==> config.mk <==
export PLATFORM = sky130hd
export DESIGN_NAME = read_dispatcher
export DESIGN_NICKNAME = d
export VERILOG_FILES = /design/src/hdl/read_store_pkg.sv /design/src/hdl/read_dispatcher.sv
export SDC_FILE = /design/constraint.sdc
export NUM_CORES = 1
export LEC_CHECK = 0
export ABC_AREA = 1
export ABC_CLOCK_PERIOD_IN_PS = 4500
export BUFFER_PORTS_ARGS = -buffer_cell sky130_fd_sc_hd__buf_4
export CAP_MARGIN = 25
export CORE_UTILIZATION = 45
export CTS_CLUSTER_DIAMETER = 150
export DETAILED_ROUTE_END_ITERATION = 8
export PLACE_DENSITY = 0.7
export SYNTH_ARGS = -nofsm -noshare
export SYNTH_HDL_FRONTEND = slang
export SYNTH_SLANG_ARGS = --single-unit
==> constraint.sdc <==
create_clock -name clk -period 4.5 [get_ports clk]
set_clock_uncertainty 0.15 [all_clocks]
set_input_delay 0 -clock clk [delete_from_list [all_inputs] [get_ports clk]]
set_output_delay 0 -clock clk [all_outputs]
set_load 0.05 [all_outputs]
==> src/hdl/read_store_pkg.sv <==
`default_nettype none

package read_store_pkg;

	// one load beat and one compressed read
	typedef logic [511:0] line_t;
	typedef logic [255:0] code_line_t;

	typedef logic [1:0] base_code_t;
	typedef logic [7:0] base_byte_t;

	typedef logic [5:0] read_num_t;
	// one bit wider than read_num_t so a full batch of 64 fits
	typedef logic [6:0] batch_t;
	typedef logic [6:0] base_pos_t;

	typedef logic [63:0] ik_t;
	typedef logic [6:0] intv_t;

	localparam int BASES_PER_BEAT = 64;

	// order in which the beats of one read arrive
	typedef enum logic [1:0] {
		read_lo,
		read_hi,
		param,
		ik
	} load_beat_e;

endpackage

`default_nettype wire

==> src/hdl/read_dispatcher.sv <==
`default_nettype none

module read_dispatcher (
	input  logic                      clk,
	input  logic                      reset_n,
	input  logic                      load_done,
	input  read_store_pkg::batch_t    loaded_count,
	input  logic                      read_ready,
	output logic                      read_valid,
	output read_store_pkg::read_num_t read_num
);

	// next read to hand out, one bit wider so it can reach a full batch
	read_store_pkg::batch_t read_ptr;
	logic                   xfer;

	assign read_valid = load_done && (read_ptr < loaded_count);
	assign read_num   = read_ptr[5:0];
	assign xfer       = read_valid && read_ready;

	always_ff @(posedge clk) begin
		if (!reset_n) begin
			read_ptr <= '0;
		end else if (xfer) begin
			read_ptr <= read_ptr + 1'b1;
		end
	end

endmodule

`default_nettype wire

### After elaboration in Yosys (flattened, before gate mapping)

Cells that the tools add are included.

* order comparisons: 1
* reductions and logical operators: 2
* add/sub/neg operators: 1

Operators by type and width (count)
* $add A7 B1 Y7 const B: 1
* $lt A7 B7 Y1: 1
* $logic_and A1 B1 Y1: 2

* input bits: 11
* word-level logic and storage cells: 5
* output and inout bits: 7
* register bits after elaboration: 7

### Depth between registers and ports, before layout

* word-level depth: 3
* gate-level depth with buffers: 11
* gate-level depth less buffers: 11

### Least setup slack after synthesis

No wires, ideal clock.

* path type: reg-to-output
* start: register read_ptr[2]
* end: output port read_valid
* setup slack: 2.910 ns
* data required time: 4.350 ns
* data arrival time: 1.440 ns
* cell stages (with the launch flop): 6
* path through: dfxtp_1 -> ha_1 -> a21oi_1 -> nand2_2 -> nand2_4 -> and2_1

* word-level cells in the longest chain between the ends: 2

RTL lines
* start: declaration: RTL line read_dispatcher.sv:14 `read_store_pkg::batch_t read_ptr;`
* start signal: assignment: RTL line read_dispatcher.sv:25 `read_ptr <= read_ptr + 1'b1;`
* $lt A7 B7 Y1: RTL line read_dispatcher.sv:17 `assign read_valid = load_done && (read_ptr < loaded_count);`
* $logic_and A1 B1 Y1: RTL line read_dispatcher.sv:17
* end: declaration: RTL line read_dispatcher.sv:9 `output logic read_valid,`

No other way between the ends.

### Final worst setup path

* start: register read_ptr[2]
* end: register read_ptr[2]

* word-level cells in the longest chain between the ends: 3
* elaborated cells on any way between the ends: 4
* those cells by class: 1 x add/sub; 1 x order compare; 2 x reduce/logical

RTL lines
* $lt A7 B7 Y1: RTL line read_dispatcher.sv:17
* $logic_and A1 B1 Y1: RTL line read_dispatcher.sv:17
* $logic_and A1 B1 Y1: RTL line read_dispatcher.sv:19 `assign xfer = read_valid && read_ready;`

Parallel ways exist; a longest one is shown, timed or not.
A chain may end at the register's enable or synchronous reset.

==> results_dict.tcl <==
set metrics [dict create \
    status "complete, no violations" \
    grt_first_pass_wirelength_um 1950 \
    via_count 619 \
    hold_viol_final 0 \
    initial_utilization_pct 49.8 \
    grt_max_degree 11 \
    grt_overflow 0 \
    fin_crit_ns 2.71 \
    cap_violations 0 \
    yosysTopAreaCell "dfxtp_1" \
    drc 0 \
    fin_crit_sh_pct 60.2 \
    crit_type "reg2reg" \
    drt_iter0_drc 3 \
    route.met2.wl_um 519 \
    h-tree-depth 1 \
    syn_area_um2 672 \
    arrival_ns 2.75 \
    syn_nets 116 \
    power_density_nw_per_um2 201 \
    ios 18 \
    netlist.area_leader.share_pct 20.9 \
    largest_reg_flops 7 \
    gp_congestion 0.755 \
    wire_per_inst_um 8.89 \
    synthesis.instances 98 \
    syn_area_per_cell_um2 6.86 \
    placed_cells 124 \
    design.core.area_um2 1350 \
    top_register "read_ptr" \
    viasPerCell 4.69 \
    die_y_um 40.6 \
    n_fill_cell 130 \
    setup_viol 0 \
    cpPeakStageDelay_ns 0.55 \
    crit_fanout 10 \
    wl_met3_um 42 \
    cts.repair.resized 0 \
    drive_gt1_share_pct 26.5 \
    dieArea_um2 1650 \
    start_kind "flop" \
    critPathBufInv 2 \
    clock.fmax_mhz 369 \
    cts_tree "built" \
    cts_setup_buffers 0 \
    portBuffers 17 \
    required_ns 4.54 \
    fp.dieW_um 40.6 \
    drv_slew 0 \
    antenna_found_initial 0 \
    grt_setup_unrepaired "no" \
    path_cells "ha_1, a21oi_1, nand2_2, nand2_4, nand3_4, nand2_1, nand2_1, dlygate4sd3_1, nor2_1, dlygate4sd3_1" \
    ir_drop_mv 0.157 \
    crit_family "buffers and inverters" \
    insertion_delay_ns 0.25 \
    crit_slowest_cell "dlygate4sd3_1" \
    end_kind "flop" \
    grt_pass1_vias 517 \
    instances_no_fill 132 \
    ys_types 19 \
    num_rows 13 \
    fin_setup_tns_ns 0 \
    n_antenna_cell 0 \
    dp_hpwl_um 918 \
    clk_pin_slew_ns 0.05 \
    yosys_warnings 0 \
    cts_max_path_buffers 2 \
    firstDrtPassIters 4 \
    ys_ff_latch 7 \
    synthTopCellsByArea "dfxtp_1 21%, nand2_1 13%, ha_1 13%" \
    min_path_type "in2reg" \
    wl_met1_um 591 \
    cts_root_buf "clkbuf_4" \
    cts_sinks 7 \
    ys_seq_area_share_pct 20.9 \
    max-slew-margin-rel_pct 83.6 \
    tightest_slew_ns 0.246 \
    top_regs "read_ptr: 7 flops" \
    grt_usage_pct 17.6 \
    area_delta_synth_final_pct 25.0 \
    p_leak_nw 0.450 \
    drt.antenna.violating_nets 0 \
    drt-total-wl_um 1170 \
    top_layer_used "met4" \
    layout.nets 136 \
    numCtsBuffers 3 \
]
-- cell usage in the layout, fill, tap and decap left out, types with 2 or more instances in the layout --
master	count
nor2_1	11
ha_1	7
nand2_2	2
inv_1	20
dlygate4sd3_1	4
nand3_1	5
dfxtp_1	7
clkbuf_4	3
nand4_1	4
buf_4	17
nor3_2	2
nor2_2	2
nand2_1	24
-- final cells by class --
type,instances,area [um^2],share of cell area (%)
Inverter,20,75.1,8.94
Tap cell,15,18.8,2.24
Sequential cell,7,140,16.7
Multi-Input combinational cell,65,412,49.0
Timing Repair Buffer,21,168,20.0
Clock buffer,4,26.3,3.13
-- worst register-to-register path, stage by stage (launching register included) --
cell and delay [ns]:
dfxtp_1 0.43, ha_1 0.28, a21oi_1 0.19, nand2_2 0.09, nand2_4 0.12, nand3_4 0.11, nand2_1 0.08, nand2_1 0.04
dlygate4sd3_1 0.55, nor2_1 0.08, dlygate4sd3_1 0.54
-- Yosys cell counts (all sizes together) --
| cell | count |
|---|---|
| dfxtp | 7 |
| inv | 20 |
| ha | 7 |
| nor2 | 14 |
| nand4 | 4 |
| xor2 | 1 |
| buf | 6 |
| nand3 | 6 |
| nand2 | 27 |
| nand3b | 1 |
| a21oi | 2 |
| nor3 | 2 |
| and2 | 1 |
-- through the flow --
step	cell area, um^2	hold slack [ns]	worst slack, ns	total power (W)	util [%]
floorplan	672	-0.0296	2.91	0.0000986	-
detailed placement	773	0.132	2.88	0.000111	57.3
CTS	840	0.0860	1.82	0.000172	62.2
finish	840	0.0917	1.79	0.000169	62.2
global route	840	0.110	1.64	0.000180	62.2
global placement	773	0.131	2.93	0.000110	57.3
-- logic make-up (layout without fill, tap and decap cells) --
group / count (synthesis) / in the layout / share of synthesized area (%)
AO/OA/AOI/OAI: 2 / 2 / 2.05
XOR/XNOR: 1 / 1 / 1.30
adder cells (fa/ha/maj): 7 / 7 / 13.0
buffers and inverters: 26 / 45 / 17.9
flip-flops: 7 / 7 / 20.9
AND/OR/NAND/NOR: 55 / 55 / 44.9
-- layer usage --
layer | track usage (%) | vias to the layer above
li1 | - | 336
met1 | 21.1 | 265
met2 | 30.6 | 14
met3 | 1.63 | 4
met4 | 10.0 | 0
met5 | 0 | -
-- final timing paths --
| path | slack [ns] | endpoint | from | depth (start not counted) |
|---|---|---|---|---|
| worst max-delay path | 1.79 | read_ptr[2] | read_ptr[2] | 10 |
| worst min-delay path | 0.09 | read_ptr[3] | load_done | 6 |
| worst max register to register | 1.79 | read_ptr[2] | read_ptr[2] | 10 |
| worst min register to register | 0.39 | read_ptr[6] | read_ptr[6] | 4 |
-- power by group --
| part | total [W] | switching, W | internal, W |
|---|---|---|---|
| registers | 0.0000670 | 0.00000286 | 0.0000641 |
| logic | 0.0000462 | 0.0000258 | 0.0000203 |
| clock network | 0.0000555 | 0.0000218 | 0.0000338 |
-- what timing repair did --
action,CTS,global route
hold buffers,4,0
endpoints found under the hold margin,7,0
endpoints found under the setup margin,0,0
Power figures use the tool's default switching activity.
