==> config.mk <==
export PLATFORM = sky130hd
export DESIGN_NAME = base_query_pipe
export DESIGN_NICKNAME = d
export VERILOG_FILES = /design/src/hdl/read_store_pkg.sv /design/src/hdl/base_query_pipe.sv
export SDC_FILE = /design/constraint.sdc
export NUM_CORES = 1
export LEC_CHECK = 0
export BUFFER_PORTS_ARGS = -buffer_cell sky130_fd_sc_hd__buf_2
export CORE_MARGIN = 1
export CORE_UTILIZATION = 56
export CTS_BUF_LIST = sky130_fd_sc_hd__clkbuf_4 sky130_fd_sc_hd__clkbuf_8
export CTS_CLUSTER_SIZE = 25
export DETAILED_ROUTE_END_ITERATION = 8
export PLACE_DENSITY = 0.82
export SLEW_MARGIN = 10
export SYNTH_ARGS = -nofsm -noshare
export SYNTH_HDL_FRONTEND = slang
export SYNTH_SLANG_ARGS = --single-unit
==> constraint.sdc <==
create_clock -name clk -period 17.4 [get_ports clk]
set_clock_uncertainty 0.2 [all_clocks]
set_input_delay 2.61 -clock clk [delete_from_list [all_inputs] [get_ports clk]]
set_output_delay 2.61 -clock clk [all_outputs]
set_load 0.1 [all_outputs]
==> src/hdl/read_store_pkg.sv <==
`default_nettype none

package read_store_pkg;

	// one load beat and one compressed read
	typedef logic [511:0] line_t;
	typedef logic [255:0] code_line_t;

	typedef logic [1:0] base_code_t;
	typedef logic [7:0] base_byte_t;

	typedef logic [5:0] read_num_t;
	// one bit wider than read_num_t so a full batch of 64 fits
	typedef logic [6:0] batch_t;
	typedef logic [6:0] base_pos_t;

	typedef logic [63:0] ik_t;
	typedef logic [6:0] intv_t;

	localparam int BASES_PER_BEAT = 64;

	// order in which the beats of one read arrive
	typedef enum logic [1:0] {
		read_lo,
		read_hi,
		param,
		ik
	} load_beat_e;

endpackage

`default_nettype wire

==> src/hdl/base_query_pipe.sv <==
`default_nettype none

module base_query_pipe (
	input  logic                       clk,
	input  logic                       reset_n,
	input  logic                       query_valid,
	input  read_store_pkg::read_num_t  query_read_num,
	input  read_store_pkg::base_pos_t  query_pos,
	input  read_store_pkg::code_line_t rd_line,
	input  logic                       result_ready,
	output logic                       query_ready,
	output read_store_pkg::read_num_t  rd_read_num,
	output logic                       result_valid,
	output read_store_pkg::base_byte_t result_base
);

	logic advance;

	logic                       s0_valid;
	read_store_pkg::code_line_t s0_line;
	read_store_pkg::base_pos_t  s0_pos;

	// 32 codes left after stage 1
	logic        s1_valid;
	logic [63:0] s1_sel;
	logic [4:0]  s1_pos;

	// 8 codes left after stage 2
	logic        s2_valid;
	logic [15:0] s2_sel;
	logic [2:0]  s2_pos;

	logic                       s3_valid;
	read_store_pkg::base_code_t s3_code;

	// every stage moves only when the output can take a result
	assign advance     = !result_valid || result_ready;
	assign query_ready = advance;
	assign rd_read_num = query_read_num;

	always_ff @(posedge clk) begin
		if (!reset_n) begin
			s0_valid <= 1'b0;
			s1_valid <= 1'b0;
			s2_valid <= 1'b0;
			s3_valid <= 1'b0;
		end else if (advance) begin
			s0_valid <= query_valid;
			s1_valid <= s0_valid;
			s2_valid <= s1_valid;
			s3_valid <= s2_valid;
		end
	end

	always_ff @(posedge clk) begin
		if (advance) begin
			s0_line <= rd_line;
			s0_pos  <= query_pos;
			// position bits 6..5 choose a quarter, 0 and 1 sit in the low half
			s1_sel  <= s0_line[s0_pos[6:5]*64 +: 64];
			s1_pos  <= s0_pos[4:0];
			s2_sel  <= s1_sel[s1_pos[4:3]*16 +: 16];
			s2_pos  <= s1_pos[2:0];
			s3_code <= s2_sel[s2_pos*2 +: 2];
		end
	end

	assign result_valid = s3_valid;
	assign result_base  = {6'b0, s3_code};

endmodule

`default_nettype wire

# --- After elaboration in Yosys (flattened, before gate mapping) ---
# Index checks and enable logic that the tools add are counted.
totals:
  reg_bits: 357
  output_inout_bits: 16
  elab_cells: 16
  in_bits: 273
op_classes:
  reduce_logical: 2
  n_shift: 3
op_table:
  columns: ["operator", "n"]
  rows:
  - ["$shiftx 256x9->64", 1]
  - ["$shiftx 64x7->16", 1]
  - ["$shiftx 16x5->2", 1]
  - ["$logic_not 1->1", 1]
  - ["$logic_or 1x1->1", 1]

# --- Depth between registers and ports, before layout ---
# Gate-level depths: netlist (run 1).
logic_depth:
  ltp_word: 2
  depth_mapped: 4
  mapped_depth_nobuf: 3

# --- Worst setup path before layout (run 1) ---
# Ideal clock, no wire load.
synth_timing:
  kind: "input to output"
  start: "input result_ready"
  end: "output query_ready"
  arrival_time_ns: 13.146
  setup_slack_ns: 1.444
  cell_stages: 2
  n_path_buf: 1
  t_required_ns: 14.590
  path_cell_list: "nand2b_1 clkbuf_1"
synth_between:
  elab_chain_len: 1
synth_rtl:
  columns: ["item", "line_no", "text"]
  rows:
  - ["start: declaration", "base_query_pipe.sv:10", "input logic result_ready,"]
  - ["$logic_or 1x1->1", "base_query_pipe.sv:37", "assign advance = !result_valid || result_ready;"]
  - ["end: declaration", "base_query_pipe.sv:11", "output logic query_ready,"]
# Every way passes these cells.

# --- Worst setup path in the final report (run 1) ---
# Ends and elaborated chain as after synthesis.

==> results.toml, run 1 <==
[setup_path]
crit_required_ps = 14590
timing_worst_setup_path_type = "input port to output port"
worst_path_maximum_fanout = 53
crit_path_start_kind = "input port"
timing.critical_path.slowest_stage_cell = "nand2b_4"
timing.critical_path.to_type = "output port"
cp_slowest_stage_delay_ps = 570
crit_arrival_ps = 3820
path_cells = "buf_2, nand2b_4, buf_2"
worst_path_dominant_cell_family = "buffers and inverters"
cp_num_buf_inv = 2
critical_path.most_common_cell = "buf_2"

[synthesis]
avgSynthCellArea_um2 = 26.7
synth-edff-count = 353
ys.warnings.count = 0
synth_top_area_cell = "edfxtp_1"
number_of_library_cell_types_mapped_by_synthesis = 15
ys_seq_area_frac = 0.827
synth-main-ff-cell = "edfxtp_1"
post-synth-top-area-fraction = 0.821
synth.cell_area_um2 = 12900
post_synth_inst_count = 484
postSynthRegisterBits = 357
synth_top_cells_by_count = "353 x edfxtp_1, 80 x mux4_2, 13 x buf_4"
asyncSetResetFlopFracSynth = 0
synthMostInstantiatedCell = "edfxtp_1"
synth_area_leaders = "edfxtp_1 82%, mux4_2 14%, mux4_1 0.81%"

[place]
routabilityCongestion = 0.743
place.port_buffers = 270
detailedPlacementHpwl_mm = 15.4

[cells_and_area]
synthToLayoutAreaGrowth_pct = 20.4
layout-drive-gt1-share = 0.534
final_net_count = 1064

[die]
die_area_um2 = 23700
core_region_area_um2 = 22600
fp.dieW_um = 154
ioPinCount = 289
die_height_um = 154
initial_core_utilization = 0.570
placement_rows = 55

[cts]
clk_path_buf_depth = 3
cts_resized = 0
cts_setup_buffers = 0
cts_inserted_buffers = 55
clk_pin_slew_ps = 60
ctsHoldBuffers = 0
cts.sinks = 357
worst_skew_pair.late_latency_ps = 570
cts_tree = "yes"
cts.htree.levels = 2
cts_root_buf = "clkbuf_8"

[grt]
vias_in_the_first_global_route = 6705
track_usage = 0.202
number_of_antenna_violations_at_the_first_check_in_global_routing = 6
grt_pass1_wl_mm = 35.1
global_route.overflow_total = 0
grt_start_max_net_pins = 223

[routing]
via_per_inst = 5.35
route.detailed.wl_per_inst_um = 20.7
antenna_left = 0
dr_total_vias = 6011
drt_iter0_drc = 349
routed_wl_mm = 23.3
firstDrtPassIters = 4
drcViolationCount = 0

[timing]
setup_repair_after_global_routing_missed_its_margin = "false"
hold_slack_ps = 216
slew-limit-headroom = 0.0921
finalHoldViolCount = 0
finalSetupViolCount = 0
final_cycle_share = 0.381
final-max-slew-violation-count = 0
clock.fmax_ghz = 0.151
tightest_slew_ps = 1360
totalNegativeSetupSlack_ps = 0
min_period_ps = 6630

[power_and_ir_drop]
seqPwrFrac = 0.575
p_sw_frac = 0.205
power.density_cell_area_nw_per_um2 = 116
clk_network_pwr_share = 0.362
internal_power_mw = 1.44
comb_power_share = 0.063
switching_power_mw = 0.371
peak_vdd_ir_mv = 0.0864
p_leak_nw = 6.04

[flow_run]
cap_violations = 0

[worst_hold_path]
hold_path.class = "register to register"

[outcome]
status = "complete, no violations"
[logic make-up (layout without fill, tap and decap cells)]
family	Yosys count	count (layout)	share of synthesized area
other	1	11	0.000291
and+or+nand+nor	4	4	0.00194
DFF	357	357	0.827
AOI/OAI and AO/OA	1	1	0.000582
buffers and inverters	32	377	0.0179
muxes	89	89	0.152
[flip-flops by register name, indices dropped and copies added, names as in the netlist]
| register | count |
|---|---|
| s1_sel | 64 |
| s1_valid | 1 |
| result_valid | 1 |
| s2_valid | 1 |
| s0_valid | 1 |
| s1_pos | 5 |
| s2_sel | 16 |
| s0_pos | 7 |
| s2_pos | 3 |
| s0_line | 256 |
| s3_code | 2 |
[per-stage QoR]
stage          worst slack (ps)  utilization  power [mW]  cells  area [µm²]
5_1_grt                   10700        0.686        1.88   1124       15500
3_5_place_dp              10760        0.639        1.17   1019       14500
2_1_floorplan              1440            -        1.13    489       12900
3_3_place_gp              10820        0.639        1.17   1019       14500
6_report                  10770        0.686        1.81   1124       15500
4_1_cts                   10750        0.686        1.83   1119       15500
[per-layer routing]
layer / share of wire / GRT usage / routed length (µm)
met3: 0.055 / 0.0476 / 1270
met5: 0 / 0 / 0
met2: 0.53 / 0.349 / 12300
met1: 0.38 / 0.242 / 8920
met4: 0.033 / 0.0910 / 765
[worst paths after layout]
path                            depth (start not counted)          from     endpoint  slack [ps]
worst min-delay path                                    0     s0_pos[4]    s1_pos[4]         220
worst min register to register                          0     s0_pos[4]    s1_pos[4]         220
worst max register to register                          3     s0_pos[5]   s1_sel[49]       14710
worst max-delay path                                    3  result_ready  query_ready       10770
[cell type report]
cell class | instances | area [µm²]
Clock inverter | 17 | 76.3
Clock buffer | 83 | 980
Antenna cell | 5 | 12.5
Inverter | 1 | 3.75
Timing Repair Buffer | 276 | 1410
Multi-Input combinational cell | 100 | 2020
Fill cell | 1382 | 7100
Sequential cell | 357 | 10700
Tap cell | 285 | 357
[cells in the final DEF, fill, tap and decap left out]
master / count
buf_4: 5
clkbuf_4: 26
mux2_2: 2
edfxtp_1: 353
mux2i_1: 3
buf_12: 1
nor2b_1: 3
clkinvlp_4: 1
diode_2: 5
nand2b_4: 1
clkinv_1: 14
mux4_2: 80
buf_2: 270
inv_8: 1
conb_1: 6
mux4_1: 4
clkinv_2: 1
clkbuf_8: 57
dfxtp_1: 4
a21boi_0: 1
inv_1: 1
[power groups by stage]
stage | clock, mW | combinational, mW | sequential [mW]
finish | 0.655 | 0.115 | 1.04
global route | 0.708 | 0.123 | 1.05
CTS | 0.674 | 0.117 | 1.04
detailed placement | 0 | 0.116 | 1.06
global placement | 0 | 0.113 | 1.05
floorplan | 0 | 0.0716 | 1.06
Power figures use the tool's default switching activity.
==> run 2: changes to the inputs <==
- CORE_UTILIZATION: 56 -> 50
- PLACE_DENSITY: 0.82 -> 0.78
- clock period: 17.4 -> 6 ns (I/O delays scaled with it)
==> run 2 against run 1 <==
Compared with the run above:
- core utilization decreased by 6.5 points
- critical path depth did not move
- largest power group unchanged
- total power rose to 3.0 times the previous value
- register-to-register slack worse by 11000 ps
- setup slack worse by 8100 ps
- count of clock-buffer cells in the layout down 13
==> results.toml, run 2 (same netlist as run 1, synthesis figures left out) <==
[outcome]
status = "complete, no violations"

[place]
detailedPlacementHpwl_mm = 15.7
place.port_buffers = 270
place_ws_ps = 2700
routabilityCongestion = 0.765
place_inst = 1065

[power_and_ir_drop]
comb_power_share = 0.060
power.density_cell_area_nw_per_um2 = 345
p_sw_frac = 0.204
internal_power_mw = 4.31
seqPwrFrac = 0.558
p_leak_nw = 6.08
switching_power_mw = 1.10
peak_vdd_ir_mv = 0.206
clk_network_pwr_share = 0.382

[die]
placement_rows = 58
core_region_area_um2 = 25300
initial_core_utilization = 0.511
fp.dieW_um = 163
die_area_um2 = 26500
die_height_um = 163
ioPinCount = 289

[cells_and_area]
share_of_the_core_filled_with_cells_in_the_final_layout = 0.622
instances_no_fill = 1175
reg_top3 = "s0_line x256, s1_sel x64, s2_sel x16"
final_net_count = 1066
synthToLayoutAreaGrowth_pct = 21.7
layout-drive-gt1-share = 0.531
final_common_cell = "edfxtp_1"
largest_register_ff_count = 256
most-common-layout-cells = "353 x edfxtp_1, 270 x buf_2, 80 x mux4_2"
regMostFlops = "s0_line"

[worst_hold_path]
hold_path.class = "register to register"

[grt]
track_usage = 0.183
grt_pass1_wl_mm = 35.3
number_of_antenna_violations_at_the_first_check_in_global_routing = 10
grt_start_max_net_pins = 166
global_route.overflow_total = 0
vias_in_the_first_global_route = 6515

[timing]
totalNegativeSetupSlack_ps = 0
post-route-worst-setup-slack_ps = 2710
hold_slack_ps = 215
tightest_slew_ps = 1000
final-max-slew-violation-count = 0
clock.fmax_ghz = 0.304
slew-limit-headroom = 0.331
final_cycle_share = 0.548
finalHoldViolCount = 0
finalSetupViolCount = 0
min_period_ps = 3290
setup_repair_after_global_routing_missed_its_margin = "false"

[routing]
antenna_left = 0
drt_iter0_drc = 498
route.detailed.wl_per_inst_um = 20.4
dr_total_vias = 6030
firstDrtPassIters = 4
via_per_inst = 5.13
drcViolationCount = 0
routed_wl_mm = 24.0

[cts]
clk_pin_slew_ps = 60
ctsHoldBuffers = 0
worst_skew_pair.late_latency_ps = 560
cts_resized = 0
cts_setup_buffers = 0
cts_root_buf = "clkbuf_8"
cts_inserted_buffers = 56
cts.sinks = 357
cts.htree.levels = 2
cts_tree = "yes"
clk_path_buf_depth = 3

[flow_run]
cap_violations = 0

[setup_path]
path_cells = "buf_2, nand2b_4, buf_2"
worst_path_maximum_fanout = 55
cp_num_buf_inv = 2
timing_worst_setup_path_type = "input port to output port"
crit_required_ps = 4900
cp_slowest_stage_delay_ps = 590
crit_arrival_ps = 2190
timing.critical_path.slowest_stage_cell = "nand2b_4"
critical_path.most_common_cell = "buf_2"
crit_path_start_kind = "input port"
worst_path_dominant_cell_family = "buffers and inverters"
timing.critical_path.to_type = "output port"
[run 2: changes by cell type in the layout (fill, tap and decap cells not counted), moves of 3 or more]
cell,before,now
clkbuf_4,26,13
clkinv_2,1,7
clkinv_1,14,17
diode_2,5,10
bufinv_16,0,5
[run 2: cell type report]
cell class / count / area, µm²
flip-flops and latches: 357 / 10700
fillers: 1780 / 9550
multi-input cells: 100 / 2020
repair buffers: 277 / 1420
clock buffers: 70 / 882
well taps: 330 / 413
clock inverters: 30 / 260
diodes: 10 / 25.0
inverters: 1 / 3.75
[run 2: worst paths after layout]
check,startpoint,endpoint,slack (ps),depth (start not counted)
max reg2reg,s0_pos[5],s1_sel[0],3310,3
min,s0_pos[4],s1_pos[4],220,0
max,result_ready,query_ready,2710,3
min reg2reg,s0_pos[4],s1_pos[4],220,0
[run 2: power groups by stage]
stage	combinational, mW	sequential [mW]	clock (mW)
global placement	0.322	3.06	0
global route	0.350	3.04	2.23
detailed placement	0.331	3.07	0
finish	0.327	3.02	2.07
floorplan	0.207	3.06	0
CTS	0.333	3.02	2.13
[run 2: per-stage QoR]
stage                     total power, mW  instance area (µm²)
after floorplan                      3.27                12900
after global placement               3.39                14500
after detailed placement             3.40                14500
after CTS                            5.48                15700
after global routing                 5.62                15700
final                                5.41                15700
[run 2: worst register-to-register path, cell delays in order, from the launching register on]
cell and delay (ps):
edfxtp_1 320, buf_4 490, buf_4 740, mux4_2 670
[run 2: routing by layer]
layer  up-vias  routed length, µm  track usage
met2       230              12400        0.302
met1      3046               9510        0.231
li1       2699                  -            -
met5         -                  0            0
met4         0                711       0.0909
met3        55               1400       0.0405
==> run 3: changes to the inputs <==
- clock period: 6 -> 2.9 ns (I/O delays scaled with it)
==> run 3 against run 2 <==
Compared with the run above:
- the flow now stops in 4_1_cts
- synthesized area is the same
- synthesized cell count unchanged
==> results.toml, run 3 <==
[synthesis]
ys.warnings.count = 0
synthMostInstantiatedCell = "edfxtp_1"
postSynthRegisterBits = 357
synth-main-ff-cell = "edfxtp_1"
post-synth-top-area-fraction = 0.821
synth.cell_area_um2 = 12900
synth-edff-count = 353
post_synth_inst_count = 484
synth_top_cells_by_count = "353 x edfxtp_1, 80 x mux4_2, 13 x buf_4"
synth_area_leaders = "edfxtp_1 82%, mux4_2 14%, mux4_1 0.81%"
ys_seq_area_frac = 0.827
number_of_library_cell_types_mapped_by_synthesis = 15
avgSynthCellArea_um2 = 26.7
asyncSetResetFlopFracSynth = 0
synth_top_area_cell = "edfxtp_1"

[place]
dpl-instance-area_um2 = 14700
routabilityCongestion = 0.766
detailedPlacementHpwl_mm = 16.6
place.port_buffers = 270
place_ws_ps = 1010

[die]
fp.dieW_um = 163
die_height_um = 163
placement_rows = 58
ioPinCount = 289
initial_core_utilization = 0.511

[cts]
cts_root_buf = "clkbuf_8"
cts_inserted_buffers = 56
ctsHoldBuffers = 235
clk_path_buf_depth = 3
cts_resized = 0
cts.htree.levels = 2
cts_setup_buffers = 0
cts.sinks = 357

[outcome]
lastStage = "4_1_cts"
error = "[ERROR RSZ-0060] Max buffer count reached."
status = "did not finish"
## run 3: logic make-up after synthesis
kind of cell	count (synthesis)	synth area share
AND/OR/NAND/NOR	4	0.00194
flip-flops	357	0.827
other	1	0.000291
multiplexers	89	0.152
AO/OA/AOI/OAI	1	0.000582
buffers and inverters	32	0.0179
## run 3: stage by stage
| step | hold slack (ps) | std cells |
|---|---|---|
| 3_5_place_dp | 205 | 1074 |
| 2_1_floorplan | 200 | 489 |
| 3_3_place_gp | 201 | 1074 |
==> run 4: changes to the inputs <==
- CORE_UTILIZATION: 50 -> 40
- CTS_BUF_LIST: sky130_fd_sc_hd__clkbuf_4 sky130_fd_sc_hd__clkbuf_8 -> default
- CTS_CLUSTER_SIZE: 25 -> default
- PLACE_DENSITY: 0.78 -> default
- PLACE_DENSITY_LB_ADDON: default -> 0.15
- clock period: 2.9 -> 3.77 ns (I/O delays scaled with it)
==> run 4 against run 3 <==
Compared with the run above:
- the run now ends clean
==> results.toml, run 4 (same netlist as run 1, synthesis figures left out) <==
[setup_path]
crit_required_ps = 3000
timing_worst_setup_path_type = "register to output port"
timing.critical_path.to_type = "output port"
crit_path_start_kind = "register"
worst_path_maximum_fanout = 11
crit_arrival_ps = 1550

[grt]
grt_pass1_wl_mm = 38.2
grt_start_max_net_pins = 123
global_route.overflow_total = 0
track_usage = 0.158
number_of_antenna_violations_at_the_first_check_in_global_routing = 1
vias_in_the_first_global_route = 6703

[timing]
final-max-slew-violation-count = 0
clock.fmax_ghz = 0.433
post-route-worst-setup-slack_ps = 1460
min_period_ps = 2310
hold_slack_ps = 19.0
slew-limit-headroom = 0.348
tightest_slew_ps = 978
setup_repair_after_global_routing_missed_its_margin = "false"
totalNegativeSetupSlack_ps = 0
finalHoldViolCount = 0
finalSetupViolCount = 0
final_cycle_share = 0.613

[die]
die_height_um = 182
placement_rows = 65
core_region_area_um2 = 31600
initial_core_utilization = 0.408
die_area_um2 = 33000
fp.dieW_um = 182
ioPinCount = 289

[cells_and_area]
final_area_um2 = 16400
fillCellCount = 2490
most-common-layout-cells = "353 x edfxtp_1, 270 x buf_2, 80 x mux4_2"
synthToLayoutAreaGrowth_pct = 26.9
final_common_cell = "edfxtp_1"
instances_no_fill = 1262
layout-drive-gt1-share = 0.481
reg_top3 = "s0_line x256, s1_sel x64, s2_sel x16"
largest_register_ff_count = 256
share_of_the_core_filled_with_cells_in_the_final_layout = 0.518
regMostFlops = "s0_line"
final_net_count = 1104

[cts]
cts.htree.levels = 2
cts_inserted_buffers = 38
worst_skew_pair.late_latency_ps = 520
ctsHoldBuffers = 53
cts_tree = "yes"
cts.sinks = 357
cts_root_buf = "clkbuf_16"
cts_setup_buffers = 0
clk_pin_slew_ps = 60
clk_path_buf_depth = 3
cts_resized = 0

[place]
routabilityCongestion = 0.726
place_ws_ps = 1570
dpl-instance-area_um2 = 14600
place_inst = 1138
place.port_buffers = 270
detailedPlacementHpwl_mm = 17.2

[outcome]
status = "complete, no violations"

[routing]
antenna_left = 0
via_per_inst = 4.83
drt_iter0_drc = 330
route.detailed.wl_per_inst_um = 20.4
dr_total_vias = 6095
firstDrtPassIters = 4
drcViolationCount = 0
routed_wl_mm = 25.7

[power_and_ir_drop]
design_power_total_mw = 8.91
peak_vdd_ir_mv = 0.330
power.density_cell_area_nw_per_um2 = 544
p_leak_nw = 6.30

[flow_run]
cap_violations = 0

[worst_hold_path]
hold_path.class = "input port to register"
==> run 4: path summary, 6_finish.rpt <==
| path | start | to | slack [ps] | depth (start not counted) |
|---|---|---|---|---|
| min reg2reg | s0_pos[2] | s1_pos[2] | 210 | 0 |
| max reg2reg | s1_pos[3] | s2_sel[11] | 1640 | 2 |
| min | rd_line[100] | s0_line[100] | 20 | 1 |
| max | result_valid | query_ready | 1460 | 2 |
==> run 4: area by class of cell <==
class	count	area, µm²	area share
sequential	357	10700	0.652
multi-input combinational	100	2020	0.123
timing repair buffer	333	1990	0.121
clock buffer	49	992	0.0606
tap	402	503	0.0307
clock inverter	19	183	0.0112
inverter	1	3.75	0.000229
antenna	1	2.50	0.000153
==> run 4: report_power, final <==
part	total [mW]	internal (mW)	switching, mW
logic	0.569	0.328	0.241
clock network	3.52	2.07	1.45
registers	4.82	4.70	0.120
total	8.91	7.10	1.81
==> run 4: critical path: stages, from the launching register on <==
cell and delay [ps]:
dfxtp_1 340, nand2b_4 180, buf_2 490
==> run 4: layer usage <==
layer	share of wire	wire length (µm)	vias to the layer above	GRT usage
met5	0	0	-	0
li1	-	-	2762	-
met3	0.052	1340	44	0.0331
met2	0.52	13500	216	0.275
met1	0.40	10300	3073	0.198
met4	0.023	597	0	0.0536
