[config.mk]
export PLATFORM = sky130hd
export DESIGN_NAME = read_loader
export DESIGN_NICKNAME = d
export VERILOG_FILES = /design/src/hdl/read_store_pkg.sv /design/src/hdl/read_loader.sv
export SDC_FILE = /design/constraint.sdc
export NUM_CORES = 1
export LEC_CHECK = 0
export BUFFER_PORTS_ARGS = -buffer_cell sky130_fd_sc_hd__buf_2
export CORE_AREA = 2 2 261 263
export CTS_BUF_LIST = sky130_fd_sc_hd__clkbuf_16
export DETAILED_ROUTE_END_ITERATION = 8
export DIE_AREA = 0 0 263 265
export PLACE_DENSITY = 0.3
export REMOVE_ABC_BUFFERS = 1
export SLEW_MARGIN = 20
export SYNTH_ARGS = -nofsm -noshare
export SYNTH_HDL_FRONTEND = slang
export SYNTH_SLANG_ARGS = --single-unit
[constraint.sdc]
create_clock -name clk -period 2.5 [get_ports clk]
set_input_delay 0.375 -clock clk [delete_from_list [all_inputs] [get_ports clk]]
set_output_delay 0.375 -clock clk [all_outputs]
set_load 0.05 [all_outputs]
[src/hdl/read_store_pkg.sv]
`default_nettype none

package read_store_pkg;

	// one load beat and one compressed read
	typedef logic [511:0] line_t;
	typedef logic [255:0] code_line_t;

	typedef logic [1:0] base_code_t;
	typedef logic [7:0] base_byte_t;

	typedef logic [5:0] read_num_t;
	// one bit wider than read_num_t so a full batch of 64 fits
	typedef logic [6:0] batch_t;
	typedef logic [6:0] base_pos_t;

	typedef logic [63:0] ik_t;
	typedef logic [6:0] intv_t;

	localparam int BASES_PER_BEAT = 64;

	// order in which the beats of one read arrive
	typedef enum logic [1:0] {
		read_lo,
		read_hi,
		param,
		ik
	} load_beat_e;

endpackage

`default_nettype wire

[src/hdl/read_loader.sv]
`default_nettype none

module read_loader #(
	parameter int MAX_READS = 64
) (
	input  logic                                    clk,
	input  logic                                    reset_n,
	input  logic                                    load_valid,
	input  read_store_pkg::line_t                   load_data,
	input  read_store_pkg::batch_t                  batch_size,
	output logic                                    base_we,
	output logic                                    base_half,
	output logic [2*read_store_pkg::BASES_PER_BEAT-1:0] base_codes,
	output logic                                    param_we,
	output logic                                    ik_we,
	output read_store_pkg::read_num_t               wr_read_num,
	output read_store_pkg::batch_t                  loaded_count,
	output logic                                    load_done
);

	read_store_pkg::load_beat_e beat;
	logic accept;

	// beats past the memory depth are dropped
	assign accept = load_valid && (loaded_count < read_store_pkg::batch_t'(MAX_READS));

	assign base_we     = accept && (beat == read_store_pkg::read_lo ||
		beat == read_store_pkg::read_hi);
	assign base_half   = (beat == read_store_pkg::read_hi);
	assign param_we    = accept && (beat == read_store_pkg::param);
	assign ik_we       = accept && (beat == read_store_pkg::ik);
	assign wr_read_num = loaded_count[5:0];

	// low two bits of every byte are the base code
	always_comb begin
		for (int k = 0; k < read_store_pkg::BASES_PER_BEAT; k++) begin
			base_codes[2*k +: 2] = load_data[8*k +: 2];
		end
	end

	always_ff @(posedge clk) begin
		if (!reset_n) begin
			beat         <= read_store_pkg::read_lo;
			loaded_count <= '0;
			load_done    <= 1'b0;
		end else begin
			if (accept) begin
				unique case (beat)
					read_store_pkg::read_lo: beat <= read_store_pkg::read_hi;
					read_store_pkg::read_hi: beat <= read_store_pkg::param;
					read_store_pkg::param:   beat <= read_store_pkg::ik;
					read_store_pkg::ik: begin
						beat         <= read_store_pkg::read_lo;
						loaded_count <= loaded_count + 1'b1;
					end
				endcase
			end
			// sticky until the next reset
			if (loaded_count == batch_size && batch_size != '0) begin
				load_done <= 1'b1;
			end
		end
	end

endmodule

`default_nettype wire

Yosys cells after proc, flatten, opt, wreduce, memory -nomap -nowiden
Index checks and enable logic that the tools add are counted.
Cells by class
  $add $sub $neg: 1
  multiplexer cells: 1
  equal/unequal tests: 4
  order comparisons: 1
  reductions and logical operators: 9
Operators by type and width (count)
  2-bit one-hot mux with 4 select lines: 1
  7-bit by 1-bit adder with 7-bit output, second input constant: 1
  7-bit == test: 1
  7-bit less-than comparator, second input constant: 1
  7-bit nonzero test: 1
  1-bit logical AND: 5
  2-bit == test, second input constant: 2
  2-bit by 1-bit == test with 1-bit output, second input constant: 1
  2-bit logical NOT: 1
  2-bit AND reduction: 1
  1-bit logical OR: 1
Storage, ports and cells
  flip-flop bits (word level): 10

Longest topological paths before layout
Gate-level depths: netlist of run 1.
  depth after elaboration: 3
  mapped depth: 6

Worst setup path before layout of run 1
Ideal clock, no wire load.
  kind: reg-to-output
  start point: register beat[1]
  end point: output base_we
  stages on the path, launching flop included: 4
  required time: 2.125 ns
  arrival: 1.355 ns
  setup slack: 0.770 ns
  cells stage by stage: dfxtp_1 inv_1 ha_1 o21a_1
On the way
  cells in the longest elaborated chain, start to end: 3
RTL lines
  start: declaration: RTL line read_loader.sv:21  | read_store_pkg::load_beat_e beat;
  start signal: assignment: RTL line read_loader.sv:43  | beat <= read_store_pkg::read_lo;
  start signal: assignment: RTL line read_loader.sv:49  | read_store_pkg::read_lo: beat <= read_store_pkg::read_hi;
  start signal: assignment: RTL line read_loader.sv:50  | read_store_pkg::read_hi: beat <= read_store_pkg::param;
  2-bit by 1-bit == test with 1-bit output
  named net base_half: RTL line read_loader.sv:12  | output logic base_half,
  1-bit logical OR: RTL line read_loader.sv:27  | assign base_we = accept && (beat == read_store_pkg::read_lo ||
  1-bit logical AND: RTL line read_loader.sv:27
  end: declaration: RTL line read_loader.sv:11  | output logic base_we,
The timed path passes the listed nets, and every way through them passes these cells.

Worst setup path after layout of run 1
  start point: register beat[1]
  end point: output base_we
On the way
  cells in the longest elaborated chain, start to end: 3
RTL lines (RTL line)
  2-bit by 1-bit == test with 1-bit output / 2-bit logical NOT (equally long branches): read_loader.sv:28, read_loader.sv:27
  1-bit logical OR *: read_loader.sv:27
  1-bit logical AND *: read_loader.sv:27
Mark *: on every way between the ends. The rest lies on a longest branch, timed or not.

==> flow_summary.json, run 1 <==
{
  "tightest_slew_ns": 0.4409,
  "ir_drop_v": 0.0001319,
  "post-route-min-period_ns": 1.944,
  "startpoint_type": "flip-flop",
  "slowest_stage": "dfxtp_1",
  "holdPathStages": 3,
  "slew_headroom_pct": 70.57,
  "cts_tree": "yes",
  "stdcell_count": 966,
  "crit_chain": "inv_1 -> ha_1 -> o21a_1 -> buf_2",
  "die_h_um": 265,
  "crit_start": "beat[1]$_SDFFE_PN0P_",
  "maxCapViolations": 0,
  "numCtsBuffers": 3,
  "dp_hpwl_mm": 39.41,
  "place_congestion": 0.6509,
  "groute.usage.overall_pct": 11.39,
  "timing.rr.start": "beat[0]$_SDFFE_PN0P_",
  "root_buffer": "clkbuf_16",
  "grt_max_degree": 12,
  "cts.sinks": 10,
  "post_cts_resized": 0,
  "die_area_um2": 69700,
  "async_reset_ff_share_pct": 0,
  "portBuffers": 27,
  "syn_inst": 197,
  "critPathKind": "flip-flop to output pin",
  "outcome": "finished clean",
  "synth.distinct_cells": 26,
  "ios": 668,
  "critPathRequiredTime_ns": 2.12,
  "r2r_cells": 5,
  "remaining_drc_errors": 0,
  "yosysTopAreaCell": "buf_4",
  "ctsHoldBuffers": 0,
  "drive_gt1_share_pct": 33.70,
  "yosys_register_bits": 10,
  "dp.cells": 961,
  "clk_latency_ns": 0.24,
  "p_leak_nw": 0.4299,
  "h-tree-depth": 1,
  "layout_common_cells": "buf_2 (27), dfxtp_1 (10), and2_1 (6), xnor2_1 (6), ha_1 (6)",
  "fin_tns_setup_ns": 0,
  "ant_nets": 0,
  "endpoint_kind": "output pin",
  "via_per_inst": 1.035,
  "die_w_um": 263,
  "slew_violations": 0,
  "row_count": 95,
  "synth_edf_count": 0,
  "post_drt_wl_per_cell_um": 42.12,
  "timing.fmax_ghz": 0.5144,
  "start_util_pct": 2.394,
  "nFillCells": 8016,
  "synth-main-ff-cell": "dfxtp_1",
  "reg2reg_slack_ns": 0.99,
  "synth_top_area_share_pct": 62.91,
  "cts_setup_buffers": 0,
  "route.vias.total": 1000,
  "post-route-period-util_pct": 77.77,
  "hp-class": "input pin to flip-flop",
  "cpPeakStageDelay_ns": 0.32,
  "ys_warn_count": 0,
  "antenna_found_initial": 3,
  "wirelength_mm": 40.69,
  "rsz0062_at_grt": "false",
  "clock_path_buffers": 2,
  "drtPass1Iterations": 6,
  "final_common_cell": "buf_2",
  "clk_pin_slew_ns": 0.04,
  "syn_area_um2": 1599,
  "fin_skew_ns": 0.0009705,
  "syn2layout_area_growth_pct": 18.00,
  "hold_viol_final": 0,
  "postSynthAreaPerCell_um2": 8.117,
  "ys_top_cells_by_area": "buf_4 (63%), dfxtp_1 (13%), ha_1 (4.7%), xnor2_1 (3.3%), xor2_1 (2.7%)",
  "seq_area_frac_synth_pct": 12.52,
  "setup_viol": 0,
  "grt_pass1_wl_mm": 43.39,
  "grt_overflow_total": 0,
  "final_nets": 621,
  "core-area_um2": 66800,
  "whs_ns": 0.4448,
  "drtIter0Drc": 55,
  "crit_end": "base_we",
  "regToRegEndpoint": "loaded_count[4]$_SDFFE_PN0P_",
  "powerDensity_nw_per_um2": 277.9,
  "crit_arrival_ns": 1.57,
  "grt_pass1_vias": 849,
  "crit_fanout": 4
}
power breakdown:
group / total [mW] / leakage [nW] / internal (mW) / switching [mW]
sequential: 0.167 / 0.0810 / 0.163 / 0.00356
clock: 0.288 / 0.0385 / 0.210 / 0.0779
combinational: 0.0696 / 0.310 / 0.0221 / 0.0475
cell type report:
cell class / instances / area (µm²) / area share [%]
Timing Repair Buffer: 27 / 135.1 / 7.162
Tap cell: 873 / 1092 / 57.89
Clock inverter: 1 / 3.754 / 0.1989
Antenna cell: 1 / 2.502 / 0.1326
Inverter: 2 / 7.507 / 0.3979
Clock buffer: 3 / 75.07 / 3.979
Multi-Input combinational cell: 49 / 370.4 / 19.63
Sequential cell: 10 / 200.2 / 10.61
critical path, delay by kind of cell, from the launching register on:
| kind | cells | cell delay [ns] |
|---|---|---|
| AO/OA/AOI/OAI | 1 | 0.28 |
| adder cells (fa/ha/maj) | 1 | 0.29 |
| buffers and inverters | 2 | 0.44 |
| flip-flops | 1 | 0.32 |
Yosys cell counts (all sizes together) (2+ instances only):
cell type	number
a21oi	2
and2	6
buf	135
dfxtp	10
ha	6
inv	2
nand2	4
nand4	2
nor2	3
nor2b	3
xnor2	6
xor2	5
how the worst min path moves through the flow:
stage | start | endpoint | slack (ns)
final | batch_size[6] | load_done$_SDFFE_PN0P_ | 0.44
after global routing | batch_size[6] | load_done$_SDFFE_PN0P_ | 0.48
after CTS | batch_size[6] | load_done$_SDFFE_PN0P_ | 0.45
after detailed placement | load_done$_SDFFE_PN0P_ | load_done$_SDFFE_PN0P_ | 0.54
after global placement | load_done$_SDFFE_PN0P_ | load_done$_SDFFE_PN0P_ | 0.54
after floorplan | reset_n | load_done$_SDFFE_PN0P_ | 0.49
registers in the layout, indices dropped and copies added (netlist names):
| signal | flops |
|---|---|
| loaded_count | 7 |
| load_done | 1 |
| beat | 2 |
metal layers:
layer	GRT usage, %	part of all wire [%]	vias up
li1	-	-	270
met1	3.053	9.2	333
met2	19.12	47	375
met3	22.76	42	14
met4	0.2625	0.68	8
met5	4.435	1.1	-
stage by stage:
stage,util [%],area [µm²],power (mW),setup WS [ns]
floorplan,-,578.1,0.2101,0.6135
global placement,2.703,1805,0.2404,0.7522
detailed placement,2.703,1805,0.2403,0.7520
CTS,2.821,1884,0.5346,0.4932
global route,2.825,1887,0.5489,0.4778
finish,2.825,1887,0.5244,0.5559
cell families after synthesis:
group	count (synthesis)	share of synthesized area, %
AND/OR/NAND/NOR	24	8.921
buffers and inverters	138	64.32
flip-flops	10	12.52
XOR/XNOR	11	6.025
adder cells (fa/ha/maj)	6	4.695
multiplexers	1	0.6260
AO/OA/AOI/OAI	7	2.895
(Power assumes the default switching activity.)
==> run 2: changes to the inputs <==
--- a/config.mk
+++ b/config.mk
@@ -5,11 +5,12 @@
 export SDC_FILE = /design/constraint.sdc
 export NUM_CORES = 1
 export LEC_CHECK = 0
+export ABC_AREA = 1
 export BUFFER_PORTS_ARGS = -buffer_cell sky130_fd_sc_hd__buf_2
-export CORE_AREA = 2 2 261 263
+export CORE_AREA = 2 2 259 261
 export CTS_BUF_LIST = sky130_fd_sc_hd__clkbuf_16
 export DETAILED_ROUTE_END_ITERATION = 8
-export DIE_AREA = 0 0 263 265
+export DIE_AREA = 0 0 261 263
 export PLACE_DENSITY = 0.3
 export REMOVE_ABC_BUFFERS = 1
 export SLEW_MARGIN = 20
==> constraint.sdc (replaced) <==
create_clock -name clk -period 1.55 [get_ports clk]
set_input_delay 0.2325 -clock clk [delete_from_list [all_inputs] [get_ports clk]]
set_output_delay 0.2325 -clock clk [all_outputs]
set_load 0.05 [all_outputs]
==> run 2 against run 1 <==
  * Total power increased by 68%
  * Synthesized cell count increased by 15%
  * Highest routed layer unchanged
  * Critical path type unchanged
  * Setup slack lost 0.51 ns
  * Area after synthesis is 3.3% higher
  * Critical endpoint unchanged
  * Design area is 7.0% higher
==> flow_summary.json, run 2 <==
{
  "ios": 668,
  "yosys_register_bits": 10,
  "syn_area_um2": 1652,
  "yosysTopAreaCell": "buf_4",
  "route.vias.total": 1166,
  "timing.rr.start": "loaded_count[1]$_SDFFE_PN0P_",
  "dp_hpwl_mm": 39.95,
  "synth_compound_area_share_pct": 4.015,
  "syn_inst": 226,
  "grt_overflow_total": 0,
  "syn2layout_area_growth_pct": 22.27,
  "numCtsBuffers": 3,
  "fin_skew_ns": 0.0009787,
  "clk_pin_slew_ns": 0.04,
  "post_drt_wl_per_cell_um": 41.60,
  "dpl_worst_slack_ns": 0.1890,
  "largest_reg_flops": 7,
  "maxCapViolations": 0,
  "root_buffer": "clkbuf_16",
  "cts.sinks": 10,
  "drtIter0Drc": 58,
  "powerDensity_nw_per_um2": 435.5,
  "place_congestion": 0.6728,
  "synth-main-ff-cell": "dfxtp_1",
  "hold_viol_final": 0,
  "critPathRequiredTime_ns": 1.32,
  "slew_headroom_pct": 81.36,
  "reg2reg_slack_ns": 0.26,
  "wirelength_mm": 41.31,
  "start_util_pct": 2.517,
  "die_w_um": 261,
  "drtPass1Iterations": 6,
  "crit_arrival_ns": 1.27,
  "ant_nets": 0,
  "final_common_cell": "buf_2",
  "fin_area_um2": 2019,
  "synth_xor_area_share_pct": 2.121,
  "min_to": "loaded_count[5]$_SDFFE_PN0P_",
  "synth_top_area_share_pct": 60.91,
  "cpPeakStageDelay_ns": 0.35,
  "crit_top_cell": "nor2_1",
  "die_area_um2": 68640,
  "rsz0062_at_grt": "true",
  "synth_top_family_by_area": "buffers and inverters",
  "clk_latency_ns": 0.24,
  "die_h_um": 263,
  "grt_pass1_vias": 1008,
  "synthMuxAreaShare_pct": 0,
  "dp.cells": 987,
  "setup_viol": 0,
  "worstHoldStart": "reset_n",
  "final_nets": 658,
  "holdPathStages": 3,
  "endpoint_kind": "output pin",
  "slew_violations": 0,
  "r2r_cells": 6,
  "layout_common_cells": "buf_2 (24), nand2_1 (19), inv_1 (14)",
  "finalPower_mw": 0.8795,
  "regToRegEndpoint": "loaded_count[4]$_SDFFE_PN0P_",
  "nFillCells": 7883,
  "portBuffers": 27,
  "remaining_drc_errors": 0,
  "ys_warn_count": 0,
  "cts_tree": "yes",
  "ctsHoldBuffers": 0,
  "post-route-period-util_pct": 96.94,
  "timing.fmax_ghz": 0.6656,
  "drive_gt1_share_pct": 39.06,
  "outcome": "finished clean",
  "postSynthAreaPerCell_um2": 7.308,
  "groute.usage.overall_pct": 11.72,
  "placed_area_um2": 1909,
  "tightest_slew_ns": 0.2792,
  "p_leak_nw": 0.5081,
  "via_per_inst": 1.174,
  "regMostFlops": "loaded_count",
  "synth.distinct_cells": 21,
  "fin_util_pct": 3.077,
  "hp-class": "input pin to flip-flop",
  "whs_ns": 0.3038,
  "fin_tns_setup_ns": 0,
  "grt_pass1_wl_mm": 43.99,
  "slowest_stage": "dfxtp_2",
  "clock_path_buffers": 2,
  "post-route-worst-setup-slack_ns": 0.04750,
  "synth_edf_count": 0,
  "crit_fanout": 4,
  "row_count": 94,
  "grt_max_degree": 8,
  "synth.most_common_cell": "buf_4",
  "synth-simple-area-share_pct": 12.12,
  "antenna_found_initial": 7,
  "seq_area_frac_synth_pct": 12.12,
  "largestRegisters": "loaded_count (7), beat (2), load_done (1)",
  "yosys-top-cells-count": "buf_4 (134), nand2_1 (19), inv_1 (17), dfxtp_1 (10), nor2_1 (10)",
  "ir_drop_v": 0.0004946,
  "post-route-min-period_ns": 1.503,
  "core-area_um2": 65630,
  "h-tree-depth": 1,
  "critPathKind": "flip-flop to output pin",
  "stdcell_count": 993,
  "async_reset_ff_share_pct": 0,
  "ys_top_cells_by_area": "buf_4 (61%), dfxtp_1 (12%), ha_1 (4.5%), nand2_1 (4.3%), inv_1 (3.9%)",
  "startpoint_type": "flip-flop",
  "synthAdderAreaFrac_pct": 4.545,
  "crit_chain": "inv_2 -> ha_2 -> nor2_1 -> nor2_1 -> buf_4 -> buf_12"
}
-- run 2: cell count changes in the layout (fill, tap and decap cells not counted), sizes merged, moves of 3 or more --
cell   delta
xor2      -4
xnor2     -3
nand2    +16
nor2b     -3
inv      +15
nor3      +4
nor2      +9
nand3     +5
buf       +5
o21ai     +3
a21oi     +4
and2      -6
-- run 2: layout make-up --
cell class / instances / area (µm²) / area share [%]
Clock buffer: 3 / 75.07 / 3.717
Sequential cell: 10 / 202.7 / 10.04
Antenna cell: 1 / 2.502 / 0.1239
Multi-Input combinational cell: 64 / 386.6 / 19.14
Timing Repair Buffer: 34 / 207.7 / 10.28
Tap cell: 864 / 1081 / 53.53
Inverter: 17 / 63.81 / 3.160
-- run 2: cell families after synthesis --
group	count (synthesis)
buf+inv	152
compound gates	12
flops	10
simple gates	42
fa+ha+maj	6
xor+xnor	4
-- run 2: worst max-delay path by stage --
stage,startpoint,end,slack (ns),depth (start not counted)
2_1_floorplan,loaded_count[1]$_SDFFE_PN0P_,loaded_count[4]$_SDFFE_PN0P_,-0.33,6
5_1_grt,beat[1]$_SDFFE_PN0P_,base_we,-0.01,6
3_5_place_dp,beat[0]$_SDFFE_PN0P_,base_we,0.19,6
4_1_cts,beat[0]$_SDFFE_PN0P_,base_we,0.01,6
6_report,beat[1]$_SDFFE_PN0P_,base_we,0.05,6
3_3_place_gp,beat[0]$_SDFFE_PN0P_,base_we,0.21,6
-- run 2: power by group --
group	leakage (nW)	switching [mW]	internal (mW)
Sequential	0.0816	0.00702	0.265
Clock	0.0370	0.124	0.335
Combinational	0.390	0.0896	0.0581
-- run 2: what timing repair did --
| action | in CTS | in global routing |
|---|---|---|
| resized for setup | 5 | 5 |
| gates cloned | 0 | 0 |
| pin swaps | 0 | 1 |
| endpoints found under the setup margin | 2 | 3 |
| buffers inserted | 0 | 2 |
-- run 2: per-layer routing --
metal	track usage (%)	up-vias	wire length, µm
li1	-	362	-
met1	3.623	363	4469
met2	19.31	419	19100
met3	23.45	16	17250
met4	0.1996	6	274
met5	2.137	-	212
-- run 2: critical path: cells and delay by family (launching register included) --
kind	cells	cell delay [ns]
flip-flops	1	0.35
buffers and inverters	3	0.34
adder cells (fa/ha/maj)	1	0.17
AND/OR/NAND/NOR	2	0.16
==> run 3: changes to the inputs <==
==> constraint.sdc (replaced) <==
create_clock -name clk -period 1.3 [get_ports clk]
set_input_delay 0.195 -clock clk [delete_from_list [all_inputs] [get_ports clk]]
set_output_delay 0.195 -clock clk [all_outputs]
set_load 0.05 [all_outputs]
==> run 3 against run 2 <==
  * The run now ends with negative setup slack left
  * Sequential power is 20% higher
  * Clock power rose by 17%
  * Non-clock buffer count is 4 higher
  * Die area unchanged
  * Critical path type unchanged
  * Critical endpoint unchanged
  * Largest power group unchanged
==> flow_summary.json, run 3 (synthesis results as in run 2) <==
{
  "crit_arrival_ns": 1.19,
  "die_w_um": 261,
  "placed_area_um2": 1939,
  "wirelength_mm": 41.25,
  "slew_headroom_pct": 81.80,
  "r2r_cells": 6,
  "startpoint_type": "flip-flop",
  "final_nets": 662,
  "largest_reg_flops": 7,
  "post-route-min-period_ns": 1.384,
  "path_buf_inv": 2,
  "clock_path_buffers": 2,
  "p_leak_nw": 0.5333,
  "critPathRequiredTime_ns": 1.11,
  "outcome": "finished with violations",
  "crit_fanout": 3,
  "crit_chain": "inv_4 -> ha_4 -> nor2_2 -> nor2_4 -> buf_12",
  "stdcell_count": 997,
  "ctsHoldBuffers": 0,
  "grt_pass1_vias": 1065,
  "grt_overflow_total": 0,
  "ios": 668,
  "clk_latency_ns": 0.23,
  "timing.fmax_ghz": 0.7226,
  "rsz0062_at_grt": "true",
  "fin_skew_ns": 0.001806,
  "groute.usage.overall_pct": 11.74,
  "hp-class": "input pin to flip-flop",
  "syn2layout_area_growth_pct": 28.03,
  "ir_drop_v": 0.0002565,
  "critPathKind": "flip-flop to output pin",
  "slowest_stage": "dfxtp_2",
  "post-route-period-util_pct": 106.5,
  "fin_area_um2": 2115,
  "cpPeakStageDelay_ns": 0.34,
  "largestRegisters": "loaded_count (7), beat (2), load_done (1)",
  "slew_violations": 0,
  "violations": "negative setup slack",
  "holdPathStages": 3,
  "via_per_inst": 1.188,
  "final_common_cell": "buf_2",
  "post-route-worst-setup-slack_ns": -0.08391,
  "powerDensity_nw_per_um2": 507.1,
  "drtIter0Drc": 54,
  "core-area_um2": 65630,
  "place_congestion": 0.6726,
  "die_h_um": 263,
  "portBuffers": 27,
  "post_drt_wl_per_cell_um": 41.37,
  "remaining_drc_errors": 0,
  "clk_pin_slew_ns": 0.04,
  "endpoint_kind": "output pin",
  "setup_viol": 4,
  "dp_hpwl_mm": 39.98,
  "ant_nets": 0,
  "regMostFlops": "loaded_count",
  "route.vias.total": 1184,
  "start_util_pct": 2.517,
  "root_buffer": "clkbuf_16",
  "numCtsBuffers": 3,
  "cts.sinks": 10,
  "grt_max_degree": 8,
  "nFillCells": 7886,
  "maxCapViolations": 0,
  "layout_common_cells": "buf_2 (23), nand2_1 (19), inv_1 (13)",
  "crit_family": "flip-flops",
  "cts_tree": "yes",
  "h-tree-depth": 1,
  "antenna_found_initial": 7,
  "dp.cells": 991,
  "tightest_slew_ns": 0.2708,
  "drtPass1Iterations": 4,
  "hold_viol_final": 0,
  "die_area_um2": 68640,
  "critical_path_depth": 5,
  "grt_pass1_wl_mm": 44.13,
  "row_count": 94,
  "drive_gt1_share_pct": 46.21
}
## run 3: path summary, 6_finish.rpt
kind / start / slack (ns) / endpoint
min reg2reg: load_done$_SDFFE_PN0P_ / 0.47 / load_done$_SDFFE_PN0P_
max: beat[1]$_SDFFE_PN0P_ / -0.08 / base_we
min: reset_n / 0.27 / loaded_count[4]$_SDFFE_PN0P_
max reg2reg: beat[0]$_SDFFE_PN0P_ / 0.09 / beat[0]$_SDFFE_PN0P_
## run 3: per-layer routing
metal	global-route usage [%]	wire length [µm]	vias to the layer above
met5	4.131	420	-
met1	3.611	4461	383
li1	-	-	368
met4	0.7371	209	12
met3	23.17	17040	18
met2	19.16	19120	403
## run 3: layout make-up
class	instances	area, µm²	share of cell area [%]
diodes	1	2.502	0.1183
clock buffers	3	75.07	3.550
inverters	17	71.32	3.373
multi-input cells	64	421.7	19.94
flip-flops and latches	10	207.7	9.822
well taps	864	1081	51.12
repair buffers	38	255.2	12.07
## run 3: power breakdown
part | total (mW) | internal (mW) | switching, mW
Combinational | 0.206 | 0.0862 | 0.120
Clock | 0.539 | 0.399 | 0.140
Sequential | 0.327 | 0.316 | 0.0112
Total | 1.07 | 0.801 | 0.271
## run 3: through the flow
step / total power [mW] / hold WS [ns] / util, % / worst slack [ns] / setup TNS (ns)
2_1_floorplan: 0.4195 / 0.2926 / - / -0.5799 / -4.036
3_3_place_gp: 0.5008 / 0.3926 / 2.955 / -0.01399 / -0.01399
3_5_place_dp: 0.5005 / 0.3926 / 2.955 / -0.005331 / -0.005331
4_1_cts: 1.087 / 0.2684 / 3.211 / -0.09221 / -0.1949
5_1_grt: 1.131 / 0.2734 / 3.222 / -0.1106 / -0.3104
6_report: 1.072 / 0.2678 / 3.222 / -0.08391 / -0.1374
## run 3: what timing repair did
action	CTS	global route
pin swaps	5	0
gates cloned	0	0
setup buffers	3	0
hold endpoints to repair	0	0
endpoints found under the setup margin	4	6
gates resized for setup	26	3
## run 3: worst register-to-register path, delay by kind of cell, from the launching register on
kind,cells,cell delay (ns)
compound gates,1,0.06
buf+inv,3,0.29
simple gates,1,0.18
flops,1,0.37
fa+ha+maj,1,0.18
